## src/design/fir_settings.svh

```systemverilog
// Build-time sizes and register offsets of the symmetric FIR block.
// Taps must be even; only half of the coefficients are stored.

`ifndef FIR_SETTINGS_SVH
`define FIR_SETTINGS_SVH

// filter geometry.
`define FIR_TAPS 8
`define FIR_LANES 4

// sample and coefficient widths, coefficients in Q1.15.
`define FIR_D_BITS 12
`define FIR_M_BITS 16

// ceil((FIR_TAPS-1)/FIR_LANES) beats fill the history.
`define FIR_PRIME_BEATS 2

// APB byte offsets.
`define FIR_ADDR_CTRL 8'h00
`define FIR_ADDR_STATUS 8'h04
`define FIR_ADDR_COEF0 8'h10

`endif

```

## src/design/fir_types_pkg.sv

```systemverilog
// Data types of the symmetric FIR datapath.
// Sample, coefficient, pre-sum, product and accumulator words,
// and the states of the sample window FSM.

`include "fir_settings.svh"

package fir_types_pkg;

    localparam int PRESUM_BITS = `FIR_D_BITS + 1;
    localparam int PROD_BITS   = PRESUM_BITS + `FIR_M_BITS;
    // headroom for the sum of FIR_TAPS/2 products.
    localparam int ACC_BITS    = PROD_BITS + $clog2(`FIR_TAPS / 2);

    typedef logic signed [`FIR_D_BITS-1:0] sample_t;
    typedef logic signed [`FIR_M_BITS-1:0] coef_t;
    typedef logic signed [PRESUM_BITS-1:0] presum_t;
    typedef logic signed [PROD_BITS-1:0]   prod_t;
    typedef logic signed [ACC_BITS-1:0]    acc_t;

    typedef enum logic [1:0] {
        WIN_IDLE  = 2'd0, // no beat since reset or clear.
        WIN_PRIME = 2'd1, // history still filling.
        WIN_RUN   = 2'd2
    } win_state_t;

endpackage

```

## src/design/fir_sample_window.sv

```systemverilog
// Sliding sample window of the symmetric FIR.
// Accepted beats shift FIR_LANES samples into the tap history; after
// the priming beats each beat registers the newest block together with
// the FIR_TAPS-1 samples before it, index 0 being the oldest.

`include "fir_settings.svh"

module fir_sample_window (
    input  logic                                                 clk_i,
    input  logic                                                 rst_n_i,
    input  logic                                                 enable_i,
    input  logic                                                 clear_i,
    input  logic                                                 data_vld_i,
    input  fir_types_pkg::sample_t [`FIR_LANES-1:0]              data_x_i,
    output logic                                                 win_vld_o,
    output fir_types_pkg::sample_t [`FIR_TAPS-1+`FIR_LANES-1:0]  win_o,
    output fir_types_pkg::win_state_t                            state_o
);

    localparam int HIST_LEN = `FIR_TAPS - 1;
    localparam int WIN_LEN  = HIST_LEN + `FIR_LANES;
    localparam int CNT_BITS = $clog2(`FIR_PRIME_BEATS + 1);

    fir_types_pkg::win_state_t             state_q;
    logic [CNT_BITS-1:0]                   prime_cnt_q;
    logic                                  prime_last;
    logic                                  accept;
    fir_types_pkg::sample_t [HIST_LEN-1:0] hist_q;
    fir_types_pkg::sample_t [WIN_LEN-1:0]  full_win;
    fir_types_pkg::sample_t [WIN_LEN-1:0]  win_q;
    logic                                  win_vld_q;

    assign accept     = data_vld_i & enable_i;
    assign full_win   = {data_x_i, hist_q}; // new block on top.
    assign prime_last = (prime_cnt_q == CNT_BITS'(`FIR_PRIME_BEATS - 1));

    always_ff @(posedge clk_i or negedge rst_n_i) begin
        if (!rst_n_i) begin
            state_q     <= fir_types_pkg::WIN_IDLE;
            prime_cnt_q <= '0;
            hist_q      <= '0;
        end else if (clear_i) begin
            state_q     <= fir_types_pkg::WIN_IDLE;
            prime_cnt_q <= '0;
            hist_q      <= '0;
        end else if (accept) begin
            hist_q <= full_win[WIN_LEN-1:`FIR_LANES];
            case (state_q)
                fir_types_pkg::WIN_IDLE, fir_types_pkg::WIN_PRIME: begin
                    prime_cnt_q <= prime_cnt_q + 1'b1;
                    state_q     <= prime_last ? fir_types_pkg::WIN_RUN
                                              : fir_types_pkg::WIN_PRIME;
                end
                default:
                    state_q <= fir_types_pkg::WIN_RUN;
            endcase
        end
    end

    // one window per accepted beat once running.
    always_ff @(posedge clk_i or negedge rst_n_i) begin
        if (!rst_n_i) begin
            win_vld_q <= 1'b0;
        end else begin
            win_vld_q <= accept && !clear_i && state_q == fir_types_pkg::WIN_RUN;
        end
    end

    always_ff @(posedge clk_i) begin
        if (accept && state_q == fir_types_pkg::WIN_RUN) begin
            win_q <= full_win;
        end
    end

    assign win_vld_o = win_vld_q;
    assign win_o     = win_q;
    assign state_o   = state_q;

endmodule

```

## config.mk

```make
export PLATFORM = sky130hd
export DESIGN_NAME = fir_sample_window
export DESIGN_NICKNAME = d
export VERILOG_FILES = /design/src/design/fir_types_pkg.sv /design/src/design/fir_sample_window.sv
export VERILOG_INCLUDE_DIRS = /design/src /design/src/design
export SDC_FILE = /design/constraint.sdc
export NUM_CORES = 1
export LEC_CHECK = 0
export BUFFER_PORTS_ARGS = -buffer_cell sky130_fd_sc_hd__buf_4
export CAP_MARGIN = 30
export CORE_MARGIN = 2
export CORE_UTILIZATION = 48
export CTS_CLUSTER_SIZE = 28
export DETAILED_ROUTE_END_ITERATION = 8
export PLACE_DENSITY = 0.72
export RECOVER_POWER = 100
export SETUP_SLACK_MARGIN = 0.4
export SLEW_MARGIN = 20
export SYNTH_ARGS = -nofsm -noshare
export SYNTH_HDL_FRONTEND = slang
export SYNTH_SLANG_ARGS = --single-unit
```

## constraint.sdc

```tcl
create_clock -name clk_i -period 10.7 [get_ports clk_i]
set_input_delay 3.21 -clock clk_i [delete_from_list [all_inputs] [get_ports clk_i]]
set_output_delay 3.21 -clock clk_i [all_outputs]
set_load 0.05 [all_outputs]
```

== Word-level counts from Yosys, hierarchy flattened ==
Index checks and enable logic that the tools add are counted.

* Reductions and logical operators: 9
* $add $sub $neg: 1
* Bitwise logic cells: 1
* Multiplexer cells: 9
* Equality and inequality tests: 3

{| class="wikitable"
|+ Operators with widths
! cell !! number
|-
| 84-bit 2-to-1 mux || 2
|-
| 2-bit 2-to-1 mux || 7
|-
| 2-bit by 1-bit equality test with 1-bit output, second input constant || 2
|-
| 2-bit nonzero test || 2
|-
| 1-bit logical AND || 3
|-
| 2-bit by 1-bit adder with 2-bit output, second input constant || 1
|-
| 2-bit equality test, second input constant || 1
|-
| 2-bit logical NOT || 1
|-
| 2-bit AND reduction || 1
|-
| 2-bit OR reduction || 1
|-
| 1-bit bitwise AND || 1
|-
| 1-bit logical NOT || 1
|}

* Output and inout port bits: 135
* Logic and storage cells: 44
* Flip-flop bits (word level): 221
* Input port bits: 53

== Logic depth before layout (Yosys ltp) ==
* Depth in word-level cells: 5
* Gate-level depth with buffers: 4
* Depth with buffers taken out: 4

== Worst setup path before layout ==
OpenSTA, ideal clock, no wires.

* Kind: input-to-reg
* Start point: in enable_i
* End point: reg win_q (netlist bit win_o[0]), enable pin
* Stages: 4
* Slack: -3.135 ns
* Data required time: 9.885 ns
* Setup time: 0.815 ns
* Path buffers: 2
* Arrival time: 13.020 ns
* Path through: buf_4 > buf_6 > nand2_2 > nor3b_1

* Cells in the longest elaborated chain, start to end: 2

{| class="wikitable"
|+ Ends and longest elaborated chain
! element !! RTL line !! source
|-
| from (decl) || fir_sample_window.sv:11 || <nowiki>input logic enable_i,</nowiki>
|-
| 1-bit bitwise AND || fir_sample_window.sv:33 || <nowiki>assign accept = data_vld_i & enable_i;</nowiki>
|-
| 1-bit logical AND || fir_sample_window.sv:70 || <nowiki>if (accept && state_q == fir_types_pkg::WIN_RUN) begin</nowiki>
|-
| to (signal assigned) || fir_sample_window.sv:71 || <nowiki>win_q <= full_win;</nowiki>
|-
| to (decl) || fir_sample_window.sv:30 || <nowiki>fir_types_pkg::sample_t [WIN_LEN-1:0] win_q;</nowiki>
|}

No other way between the ends.
A chain may end at the register's enable or synchronous reset.

== Final worst setup path ==
* Start point: in data_vld_i
* End point: reg win_q (netlist bit win_o[12]), enable pin

* Cells in the longest elaborated chain, start to end: 2

{| class="wikitable"
|+ Ends and longest elaborated chain
! element !! RTL line !! source
|-
| from (decl) || fir_sample_window.sv:13 || <nowiki>input logic data_vld_i,</nowiki>
|-
| 1-bit bitwise AND || fir_sample_window.sv:33 ||
|-
| 1-bit logical AND || fir_sample_window.sv:70 ||
|}

No other way between the ends.

==> key figures <==
STA
  – Max-slew violation count: 280
  – Achievable Freq: roughly 140 MHz
  – Slew headroom: -66.8%
  – Fin. Hold Viols: 0
  – TNS Setup: 0 ns
  – Slew at the pin closest to its max-slew limit: 2.50 ns
  – Clock skew: 0.00791 ns
  – Minimum clock period after layout: around 7.2 ns
  – Final setup fails: 0
  – Setup WS post-layout: between 3 and 4 ns
  – Period utilization: between 60% and 70%
  – RSZ-0062 raised after global routing: no

Global route
  – Initial antenna violation count: 0
  – Largest net degree at the start of global routing: between 100 and 150
  – Met2 usage: 27.8%
  – First-pass GRT wire length: between 20 and 30 mm
  – Gr ovfl total: 0
  – Grt met1 use: 23.9%
  – GRT Util Overall: ~17%
  – Layer with the highest usage: met2
  – Vias in the first global route: 4873
  – GR Util met3: 3.80%

Placement
  – Post-DP HPWL: between 9 and 10 mm
  – I/O Buffers: approximately 190
  – Placed cell areas: 9840 sq um
  – Pre-CTS WS: 5.25 ns
  – RePlAce Congestion: 0.732

Logic synthesis
  – Seq/Total Area, Yosys: approximately three quarters
  – #FFs+latches synth: approximately 220
  – Cells after Synth: approximately 540
  – Post-Syn Nets: ~590
  – Mapped cell area: 8370 sq um
  – Yosys warning count: 0
  – Post-synth cell types: 22
  – Avg Cell Area, Syn: 15.6 sq um

Drt
  – Final WL: 16.5 mm
  – Residual DRC: 0
  – Drt first pass iters: 4
  – Post-DRT Antenna Nets: 0
  – Vias post-DR: between 5000 and 6000
  – DRC marker count from the first detailed-route iteration: 300
  – Routed wire per std cell: approximately 17 um
  – Vias/cell: between 5 and 6

Cells and area
  – Layout cell share with drive strength beyond 1: a little over a tenth
  – Fin nets: between 700 and 800
  – Most common cell after layout, fill and taps aside: clkbuf_1
  – Fillers: between 1000 and 1500
  – Post-route cell area: about 9900 sq um
  – Layout area overhead: 18.6%
  – Commonest non-fill, non-tap cells in the layout: clkbuf_1 (174), edfxtp_1 (132), dfrtp_1 (89)
  – Diodes inserted: 0

Clock network
  – Bufs on Longest Clock Path: 3
  – Total CTS buffers: 23
  – TritonCTS clock tree: built
  – Resized cells post-CTS: 0
  – Number of H-tree levels: 1
  – Post-CTS Hold Fix Bufs: 0
  – Root Buffer: clkbuf_16
  – Clk sinks: roughly 220
  – Post-CTS Setup Inserts: 0
  – Clk pin slew, worst setup/hold paths: ~0.060 ns
  – Clk_lat worst skew: about 0.5 ns

Worst setup path
  – FF-to-FF End: win_o[12]$_DFFE_PP_
  – Critical path peak fanout: between 50 and 60
  – Worst Setup Start Kind: primary input
  – Worst setup EP type: flip-flop
  – CP required: 10.89 ns
  – Worst R2R Start: state_o[1]$_DFFE_PN0P_
  – Crit Path Category: primary input to flip-flop
  – Worst Reg-to-Reg Cells: 3
  – Minimum setup slack among reg-to-reg paths: 7.55 ns
  – Crit path DAT: between 7 and 8 ns

Floorplan
  – Die Footprint: 18500 sq um
  – FP Rows: 48
  – Total core area: 17200 sq um
  – Die X-Extent: 136 um
  – Initial core utilization: about half
  – Die height: between 100 and 150 um
  – Ports: between 150 and 200

Power
  – Comb pwr share: under 10%
  – Power density cells: ~180 nW/um^2
  – Clock Power Share: 42.4%
  – Int Power: 1.38 mW
  – Switching part of the total: 21.6%
  – Peak VDD IR: 0.109 mV
  – Net switching power: approximately 0.38 mW
  – Share of power burned in registers: roughly 53%
  – Total power: around 1.8 mW
  – P_leak: approximately 3.8 nW

Hold path
  – Worst hold endpoint: win_o[23]$_DFFE_PP_
  – Worst Hold Class: flip-flop to flip-flop
  – Worst hold stages: 0
  – Hold Startpoint: full_win[23]$_DFFE_PN0P_

Job
  – Max cap viols: 6

Outcome
  – Outcome: complete, but fails checks
  – Failing checks: capacitance limit, slew limit
[metal layers]
layer,vias to the layer above,share of wire (%)
met5,-,0
li1,2353,-
met1,2507,43
met2,172,49
met4,0,1.4
met3,21,6.7
[synthesized netlist by cell type]
cell / n / area share (%)
buf_4: 2 / 0.18
nand3_1: 84 / 5.0
buf_2: 29 / 1.7
inv_1: 1 / 0.045
and3b_4: 1 / 0.15
mux2_4: 2 / 0.36
a21bo_1: 74 / 8.8
ha_1: 1 / 0.15
a21oi_2: 9 / 0.94
a21bo_2: 11 / 1.3
nor3b_1: 1 / 0.090
nor4b_2: 1 / 0.18
a21oi_1: 76 / 4.5
nand4bb_1: 1 / 0.13
nor2_1: 3 / 0.13
dfrtp_1: 89 / 27
edfxtp_1: 132 / 47
a31oi_1: 1 / 0.075
buf_6: 13 / 1.7
clkbuf_1: 4 / 0.18
nand2_2: 1 / 0.075
nor2b_1: 2 / 0.15
[critical path, stage by stage]
cell and delay [ns]:
clkbuf_1 1.58, nand2_2 0.11, nor3b_1 0.33, clkbuf_1 1.81, buf_12 0.28
[flip-flops by register name (all words and copies together) (netlist names)]
signal / count
state_o: 2
full_win: 84
win_o: 132
win_vld_o: 1
prime_cnt_q: 2
[cell families (layout without fill, tap and decap cells)]
logic type      Yosys count  after routing  share of synthesized area (%)
flops                   221            221                           74.0
compound gates          171            171                           15.7
simple gates             94             94                           5.93
buf+inv                  49            240                           3.89
mux                       2              2                          0.359
fa+ha+maj                 1              1                          0.149
[layout make-up]
class | count | area (sq um) | area share (%)
Tap cell | 225 | 282 | 2.84
Clock buffer | 29 | 608 | 6.13
Clock inverter | 13 | 103 | 1.03
Inverter | 1 | 3.75 | 0.0378
Multi-Input combinational cell | 268 | 1820 | 18.4
Timing Repair Buffer | 197 | 917 | 9.24
Sequential cell | 221 | 6190 | 62.4
[metrics by stage]
| step | cells | utilization [%] | hold WS, ns |
|---|---|---|---|
| 2_1_floorplan | 538 | - | 0.415 |
| 3_3_place_gp | 907 | 57.0 | 0.421 |
| 3_5_place_dp | 909 | 57.3 | 0.429 |
| 4_1_cts | 951 | 61.4 | 0.437 |
| 5_1_grt | 954 | 57.8 | 0.453 |
| 6_report | 954 | 57.8 | 0.439 |
[power groups by stage]
stage,combinational [mW],sequential [mW],clock (mW)
after floorplan,0.0524,0.948,0
after global placement,0.0877,0.942,0
after detailed placement,0.0933,0.942,0
after CTS,0.0939,0.925,0.760
after global routing,0.0952,0.927,0.790
final,0.0858,0.925,0.743
[worst max-delay path by stage]
stage / startpoint / to / slack (ns) / cells past startpoint
finish: data_vld_i / win_o[12]$_DFFE_PP_ / 3.48 / 5
global route: data_vld_i / win_o[31]$_DFFE_PP_ / 3.04 / 5
CTS: enable_i / prime_cnt_q[0]$_DFFE_PN0P_ / 5.76 / 4
detailed placement: enable_i / prime_cnt_q[0]$_DFFE_PN0P_ / 5.25 / 4
global placement: data_vld_i / prime_cnt_q[1]$_DFFE_PN0P_ / 5.32 / 4
floorplan: enable_i / win_o[0]$_DFFE_PP_ / 1.50 / 4
Power figures use the tool's default switching activity.
