--- config.mk ---
export PLATFORM = sky130hd
export DESIGN_NAME = fir_coef_regs
export DESIGN_NICKNAME = d
export VERILOG_FILES = /design/src/design/fir_types_pkg.sv /design/src/design/fir_regmap_pkg.sv /design/src/design/fir_coef_regs.sv
export VERILOG_INCLUDE_DIRS = /design/src /design/src/design
export SDC_FILE = /design/constraint.sdc
export NUM_CORES = 1
export LEC_CHECK = 0
export ABC_CLOCK_PERIOD_IN_PS = 6700
export BUFFER_PORTS_ARGS = -buffer_cell sky130_fd_sc_hd__buf_2
export CAP_MARGIN = 25
export CORE_MARGIN = 1.5
export CORE_UTILIZATION = 54
export DETAILED_ROUTE_END_ITERATION = 16
export GPL_ROUTABILITY_DRIVEN = 0
export PLACE_DENSITY = 0.86
export SLEW_MARGIN = 20
export SYNTH_ARGS = -nofsm -noshare
export SYNTH_HDL_FRONTEND = slang
export SYNTH_SLANG_ARGS = --single-unit
--- constraint.sdc ---
create_clock -name clk_i -period 6.7 [get_ports clk_i]
set_input_delay 1.34 -clock clk_i [delete_from_list [all_inputs] [get_ports clk_i]]
set_output_delay 1.34 -clock clk_i [all_outputs]
set_load 0.005 [all_outputs]
--- src/design/fir_settings.svh ---
// Build-time sizes and register offsets of the symmetric FIR block.
// Taps must be even; only half of the coefficients are stored.

`ifndef FIR_SETTINGS_SVH
`define FIR_SETTINGS_SVH

// filter geometry.
`define FIR_TAPS 8
`define FIR_LANES 4

// sample and coefficient widths, coefficients in Q1.15.
`define FIR_D_BITS 12
`define FIR_M_BITS 16

// ceil((FIR_TAPS-1)/FIR_LANES) beats fill the history.
`define FIR_PRIME_BEATS 2

// APB byte offsets.
`define FIR_ADDR_CTRL 8'h00
`define FIR_ADDR_STATUS 8'h04
`define FIR_ADDR_COEF0 8'h10

`endif

--- src/design/fir_types_pkg.sv ---
// Data types of the symmetric FIR datapath.
// Sample, coefficient, pre-sum, product and accumulator words,
// and the states of the sample window FSM.

`include "fir_settings.svh"

package fir_types_pkg;

    localparam int PRESUM_BITS = `FIR_D_BITS + 1;
    localparam int PROD_BITS   = PRESUM_BITS + `FIR_M_BITS;
    // headroom for the sum of FIR_TAPS/2 products.
    localparam int ACC_BITS    = PROD_BITS + $clog2(`FIR_TAPS / 2);

    typedef logic signed [`FIR_D_BITS-1:0] sample_t;
    typedef logic signed [`FIR_M_BITS-1:0] coef_t;
    typedef logic signed [PRESUM_BITS-1:0] presum_t;
    typedef logic signed [PROD_BITS-1:0]   prod_t;
    typedef logic signed [ACC_BITS-1:0]    acc_t;

    typedef enum logic [1:0] {
        WIN_IDLE  = 2'd0, // no beat since reset or clear.
        WIN_PRIME = 2'd1, // history still filling.
        WIN_RUN   = 2'd2
    } win_state_t;

endpackage

--- src/design/fir_regmap_pkg.sv ---
// Register map of the FIR APB slave.
// Bus word types, control and status field positions,
// and the decoded register select.

package fir_regmap_pkg;

    typedef logic [7:0]  apb_addr_t;
    typedef logic [31:0] apb_data_t;

    // CTRL fields.
    localparam int CTRL_EN_BIT  = 0;
    localparam int CTRL_CLR_BIT = 1; // self-clearing.

    // STATUS fields.
    localparam int STAT_CNT_BITS  = 16;
    localparam int STAT_STATE_LSB = 16;

    typedef enum logic [1:0] {
        REG_CTRL,
        REG_STATUS,
        REG_COEF,
        REG_NONE
    } reg_sel_t;

endpackage

--- src/design/fir_coef_regs.sv ---
// APB register block of the symmetric FIR.
// Holds the coefficient bank and the enable bit, issues a one-cycle
// clear command, and counts output blocks since the last clear.
// No wait states; unmapped addresses and STATUS writes get pslverr.

`include "fir_settings.svh"

module fir_coef_regs (
    input  logic                                   clk_i,
    input  logic                                   rst_n_i,
    input  logic                                   psel_i,
    input  logic                                   penable_i,
    input  logic                                   pwrite_i,
    input  fir_regmap_pkg::apb_addr_t              paddr_i,
    input  fir_regmap_pkg::apb_data_t              pwdata_i,
    input  logic                                   blk_done_i,
    input  fir_types_pkg::win_state_t              win_state_i,
    output fir_regmap_pkg::apb_data_t              prdata_o,
    output logic                                   pready_o,
    output logic                                   pslverr_o,
    output logic                                   enable_o,
    output logic                                   clear_o,
    output fir_types_pkg::coef_t [`FIR_TAPS/2-1:0] coefs_o
);

    localparam int NUM_COEFS = `FIR_TAPS / 2;
    localparam int IDX_BITS  = (NUM_COEFS > 1) ? $clog2(NUM_COEFS) : 1;
    localparam int COEF_END  = `FIR_ADDR_COEF0 + 4 * NUM_COEFS;
    localparam int CNT_BITS  = fir_regmap_pkg::STAT_CNT_BITS;

    fir_regmap_pkg::reg_sel_t             sel;
    fir_regmap_pkg::apb_addr_t            coef_word;
    logic [IDX_BITS-1:0]                  coef_idx;
    logic                                 access;
    logic                                 wr_en;
    logic                                 enable_q;
    logic                                 clear_q;
    logic [CNT_BITS-1:0]                  blk_cnt_q;
    fir_types_pkg::coef_t [NUM_COEFS-1:0] coefs_q;

    assign access    = psel_i & penable_i;
    assign wr_en     = access & pwrite_i;
    assign coef_word = (paddr_i - `FIR_ADDR_COEF0) >> 2;
    assign coef_idx  = coef_word[IDX_BITS-1:0];

    always_comb begin
        if (paddr_i == `FIR_ADDR_CTRL) begin
            sel = fir_regmap_pkg::REG_CTRL;
        end else if (paddr_i == `FIR_ADDR_STATUS) begin
            sel = fir_regmap_pkg::REG_STATUS;
        end else if (paddr_i >= `FIR_ADDR_COEF0 && int'(paddr_i) < COEF_END &&
                     paddr_i[1:0] == 2'b00) begin
            sel = fir_regmap_pkg::REG_COEF;
        end else begin
            sel = fir_regmap_pkg::REG_NONE;
        end
    end

    assign pready_o  = access; // zero wait states.
    assign pslverr_o = access & ((sel == fir_regmap_pkg::REG_NONE) ||
                                 (sel == fir_regmap_pkg::REG_STATUS && pwrite_i));

    always_comb begin
        prdata_o = '0;
        if (access && !pwrite_i) begin
            case (sel)
                fir_regmap_pkg::REG_CTRL:
                    prdata_o[fir_regmap_pkg::CTRL_EN_BIT] = enable_q;
                fir_regmap_pkg::REG_STATUS: begin
                    prdata_o[CNT_BITS-1:0]                     = blk_cnt_q;
                    prdata_o[fir_regmap_pkg::STAT_STATE_LSB +: 2] = win_state_i;
                end
                fir_regmap_pkg::REG_COEF:
                    prdata_o[`FIR_M_BITS-1:0] = coefs_q[coef_idx];
                default:
                    prdata_o = '0;
            endcase
        end
    end

    always_ff @(posedge clk_i or negedge rst_n_i) begin
        if (!rst_n_i) begin
            enable_q <= 1'b0;
            clear_q  <= 1'b0;
            coefs_q  <= '0;
        end else begin
            clear_q <= wr_en && sel == fir_regmap_pkg::REG_CTRL &&
                       pwdata_i[fir_regmap_pkg::CTRL_CLR_BIT];
            if (wr_en && sel == fir_regmap_pkg::REG_CTRL) begin
                enable_q <= pwdata_i[fir_regmap_pkg::CTRL_EN_BIT];
            end
            if (wr_en && sel == fir_regmap_pkg::REG_COEF) begin
                coefs_q[coef_idx] <= pwdata_i[`FIR_M_BITS-1:0];
            end
        end
    end

    always_ff @(posedge clk_i or negedge rst_n_i) begin
        if (!rst_n_i) begin
            blk_cnt_q <= '0;
        end else if (clear_q) begin
            blk_cnt_q <= '0;
        end else if (blk_done_i) begin
            blk_cnt_q <= blk_cnt_q + 1'b1; // wraps at 16 bits.
        end
    end

    assign enable_o = enable_q;
    assign clear_o  = clear_q;
    assign coefs_o  = coefs_q;

endmodule

# [Word level (Yosys, flattened, before mapping)]
# Index checks and enable logic that the tools add are counted.
[totals] regBits=82 latchBits=0 ram_bits=0 mem_bits_ro=0 out_inout_bits=100 word_cells=48 memories=0
[op_classes] n_addsub=2 n_mul=0 div_mod_pow=0 magnitude_cmp=4 eq_ne=4 shift=0 muxes=14 n_bitwise=3 reduce_logical=14
[ops] cell="64-bit bitwise mux" count=1
[ops] cell="16-bit two-way mux" count=4
[ops] cell="16-bit binary-select mux with 2-bit select" count=1
[ops] cell="16-bit demux with 2-bit select" count=1
[ops] cell="15-bit one-hot mux with 2 select lines" count=1
[ops] cell="18-bit two-way mux" count=1
[ops] cell="16-bit by 1-bit adder with 16-bit output, second input constant" count=1
[ops] cell="8-bit by 3-bit equality test with 1-bit output, second input constant" count=1
[ops] cell="8-bit by 5-bit >= comparator with 1-bit output, second input constant" count=1
[ops] cell="1-bit logical AND" count=8
[ops] cell="8-bit logical NOT" count=1
[ops] cell="8-bit by 6-bit less-than comparator with 1-bit output, second input constant" count=1
[ops] cell="2-bit two-way mux" count=3
[ops] cell="2-bit equality test, second input constant" count=2
[ops] cell="2-bit logical NOT" count=2
[ops] cell="4-bit by 1-bit subtractor with 4-bit output, second input constant" count=1
[ops] cell="1-bit bitwise AND" count=3
[ops] cell="2-bit by 3-bit less-than comparator with 1-bit output, second input constant" count=1
[ops] cell="1-bit one-hot mux with 3 select lines" count=1
[ops] cell="2-bit by 1-bit equality test with 1-bit output, second input constant" count=1
[ops] cell="2-bit by 1-bit >= comparator with 1-bit output, second input constant" count=1
[ops] cell="2-bit nonzero test" count=1
[ops] cell="1-bit logical NOT" count=1
[ops] cell="1-bit logical OR" count=1
[ops] cell="1-bit two-way mux" count=1

# [Logic depth before layout (Yosys ltp)]
[depth] ltp_word=10 ltp_mapped=11 depth_no_buf=9

# [Least setup slack after synthesis]
# Ideal clock, no wire load.
[synth_path] path_type="input-to-output" from="input port paddr_i[7]" to="output port prdata_o[10]" t_arrival_ns=3.332 slack_ns=2.028 path_stages=7 cell_sequence="or4_1 nor4_1 ha_1 or3_1 clkbuf_1 clkbuf_1 nor2_1"
[synth_between] elab_chain_cells=9 word_cells_on_any_way=13 classes_between="order compare (2); eq/ne (3); mux (5); reduce/logical (3)"
[synth_rtl] element="start: declaration" line="fir_coef_regs.sv:14" rtl="input fir_regmap_pkg::apb_addr_t paddr_i,"
[synth_rtl] element="8-bit by 5-bit >= comparator with 1-bit output (no line) or 8-bit by 6-bit less-than comparator with 1-bit output (tied branches)"
[synth_rtl] element="1-bit logical AND (2 in series)" line="fir_coef_regs.sv:51" rtl="end else if (paddr_i >= `FIR_ADDR_COEF0 && int'(paddr_i) < COEF_END &&"
[synth_rtl] element="1-bit two-way mux" line="fir_coef_regs.sv:51"
[synth_rtl] element="2-bit two-way mux" line="fir_coef_regs.sv:49" rtl="end else if (paddr_i == `FIR_ADDR_STATUS) begin"
[synth_rtl] element="2-bit two-way mux *" line="fir_coef_regs.sv:47" rtl="if (paddr_i == `FIR_ADDR_CTRL) begin"
[synth_rtl] element="2-bit equality test or 2-bit by 1-bit equality test with 1-bit output (tied branches)" line="fir_coef_regs.sv:66" rtl="case (sel)"
[synth_rtl] element="15-bit one-hot mux with 2 select lines *" line="fir_coef_regs.sv:66"
[synth_rtl] element="18-bit two-way mux *" line="fir_coef_regs.sv:65" rtl="if (access && !pwrite_i) begin"
[synth_rtl] element="end: declaration" line="fir_coef_regs.sv:18" rtl="output fir_regmap_pkg::apb_data_t prdata_o,"
# Every way passes the cells marked *; elsewhere a longest branch is shown, timed or not.

# [Final worst setup path]
[layout_path] from="input port paddr_i[2]" to="output port prdata_o[0]"
[layout_between] elab_chain_cells=9 word_cells_on_any_way=17 classes_between="add/sub (1); order compare (2); eq/ne (3); mux (7); reduce/logical (4)"
[layout_rtl] element="8-bit by 5-bit >= comparator with 1-bit output (no line) or 8-bit by 6-bit less-than comparator with 1-bit output (tied branches)"
[layout_rtl] element="1-bit logical AND (2 in series)" line="fir_coef_regs.sv:51"
[layout_rtl] element="1-bit two-way mux" line="fir_coef_regs.sv:51"
[layout_rtl] element="2-bit two-way mux" line="fir_coef_regs.sv:49"
[layout_rtl] element="2-bit two-way mux" line="fir_coef_regs.sv:47"
[layout_rtl] element="2-bit equality test (tied with other cells)" line="fir_coef_regs.sv:66"
[layout_rtl] element="1-bit one-hot mux with 3 select lines *" line="fir_coef_regs.sv:66"
[layout_rtl] element="18-bit two-way mux *" line="fir_coef_regs.sv:65"
# Every way passes the cells marked *; elsewhere a longest branch is shown, timed or not. The select of a mux whose other input is x is not followed.

==> metrics.cfg <==
[placement]
preCtsSetupSlack_ns=1.51
hpwl_um=6830
placedInstanceArea_um2=4690
port_buffers=117

[critical_path]
crit_slowest_cell=ha_1
slowest_delay_ns=0.70
worst-path-buf-inv=2
start_kind=input port
required_ns=5.36
setup.worst_path.class=in2out
worstPathArrival_ns=3.94
path_max_fanout=20
critPathTopFamily=buffers and inverters
path_common_cell=buf_2
crit_path_end_kind=output port
path_cells=buf_2 -> nor2_1 -> o21ai_0 -> ha_1 -> a222oi_1 -> nor4_1 -> buf_2

[detailed_routing]
num_vias=3057
drtAntennaViolNets=0
drt-initial-drc-count=163
dr.pass1.iters=4
viasPerCell=5.76
wirelength_um=9850
drc_errors=0
wl_per_cell_um=18.5

[timing]
fin_ws_ns=1.42
setup_viol=0
fin_skew_ns=0.00302
clock.fmax_mhz=189
maxSlewViolCount=0
worst_slew_pin_slew_ns=0.943
tns_ns=0
finalCritPeriodShare_pct=78.8
slew_headroom_pct=37.1
hold_viol=0
timing.final.crit_period_ns=5.28
rsz0062_at_grt=no

[worst_hold_path]
hp-class=reg2reg

[finish]
final_common_cell=buf_2
final_util_pct=66.7
final_nets=481
area_delta_synth_final_pct=18.5
fin_area_um2=4890
diodes=0
drive_gt1_share_pct=51.6
mostFrequentLayoutCells=buf_2, dfrtp_1, mux2_2, nor2_1, mux4_2

[cts]
cts_num_sinks=82
cts.reportedPaths.clkPinSlew_ns=0.08
ctsRootBufferMaster=clkbuf_8
numCtsBuffers=9
cts_resized=0
clk_path_buf_depth=2
ctsHtreeMaxLevel=3
hold_buffers=0
cts_tree=yes
post_cts_buffers=0
clkLatencyLatePin_ns=0.35

[floorplan]
die_h_um=90.4
core_um2=7330
die_w_um=90.4
start_util_pct=56.3
die_area_um2=8180
num_io_pins=148
num_rows=31

[synth]
yosysWarnings=0
syn_area_per_cell_um2=13.0
ys_ff_latch=82
synth_top_area_share_pct=49.7
synth_top_cell_by_area=dfrtp_1
yosysSeqAreaShare_pct=49.7
synth_area_um2=4130
netlist_instances=317
yosysUniqueCellTypes=36
ys_top_cells_by_area=dfrtp_1, mux2_2, mux4_2

[global_route]
grt_max_degree=83
grt_overflow=0
grt_pass1_vias=3118
antenna_found_initial=0
grt_util_all_layers_pct=25.2
grt_pass1_wl_um=16100

[power_and_ir_drop]
p_sw_share_pct=29.5
power_switching_w=0.000302
cellPowerDensity_nw_per_um2=210
pwr-share-clk_pct=34.3
combPwrFrac_pct=10.7
intPower_w=0.000723
p_leak_nw=2.60
peakVddDrop_v=0.000153
p_seq_share_pct=55.1

[flow_run]
drv_cap=0

[run_status]
status=complete, no violations

## per-layer routing
layer	track usage [%]	wire (µm)
met1	30.6	3840
met2	43.4	5090
met3	5.13	658
met4	11.0	256
met5	0	0
## power by group through the flow
stage	Sequential (W)	Combinational, W	Clock [W]
2_1_floorplan	0.000563	0.0000706	0
3_3_place_gp	0.000571	0.000104	0
3_5_place_dp	0.000572	0.000109	0
4_1_cts	0.000563	0.000109	0.000358
5_1_grt	0.000570	0.000122	0.000375
6_report	0.000564	0.000109	0.000351
## Yosys cell counts (all sizes together)
cell	number
or3	6
xnor2	4
o21ai	5
ha	6
dfrtp	82
o2111ai	1
a222oi	1
nand4	8
o2111a	1
clkbuf	5
mux2i	1
nor2	32
a22oi	15
xor2	7
nand2	6
a21oi	5
nor3	2
nor4	3
and4	1
conb	1
mux2	65
and3	3
nor3b	2
mux4	16
inv	6
or4	1
nand3	6
buf	26
## area by class of cell
cell class / instances / area (µm²)
Clock buffer: 10 / 138
Fill cell: 536 / 2440
Multi-Input combinational cell: 211 / 1910
Inverter: 6 / 22.5
Clock inverter: 6 / 56.3
Sequential cell: 82 / 2050
Timing Repair Buffer: 117 / 592
Tap cell: 99 / 124
## final timing paths
| check | startpoint | to | slack, ns | cells past startpoint |
|---|---|---|---|---|
| min in group asynchronous | rst_n_i | coefs_o[63]$_DFFE_PN0P_ | 1.02 | 1 |
| max reg2reg | clear_o$_DFF_PN0_ | blk_cnt_q[12]$_DFFE_PN0P_ | 4.77 | 4 |
| min reg2reg | coefs_o[36]$_DFFE_PN0P_ | coefs_o[36]$_DFFE_PN0P_ | 0.53 | 1 |
| max in group asynchronous | rst_n_i | blk_cnt_q[10]$_DFFE_PN0P_ | 5.18 | 1 |
| max | paddr_i[2] | prdata_o[0] | 1.42 | 7 |
| min | coefs_o[36]$_DFFE_PN0P_ | coefs_o[36]$_DFFE_PN0P_ | 0.53 | 1 |
## through the flow
stage / total power [W] / std cells / hold WS (ns)
2_1_floorplan: 0.000634 / 330 / 0.521
3_3_place_gp: 0.000675 / 515 / 0.505
3_5_place_dp: 0.000681 / 515 / 0.513
4_1_cts: 0.00103 / 531 / 0.533
5_1_grt: 0.00107 / 531 / 0.545
6_report: 0.00102 / 531 / 0.530
## logic make-up after synthesis
group           Yosys count  share of synthesized area (%)
compound gates           28                           4.67
xor+xnor                 11                           2.33
fa+ha+maj                 6                           1.82
buf+inv                  37                           5.24
mux                      82                           26.7
other cells               1                         0.0908
simple gates             70                           9.43
flops                    82                           49.7
## state kept, by name (all words and copies together), names as in the netlist
name,flops
enable_o,1
clear_o,1
coefs_o,64
blk_cnt_q,16
## worst reg2reg max path: cells and delay by family (launching register included)
kind	cells	cell delay, ns
AND/OR/NAND/NOR	2	0.51
flip-flops	1	0.76
AO/OA/AOI/OAI	2	0.59
Power figures use the tool's default switching activity.
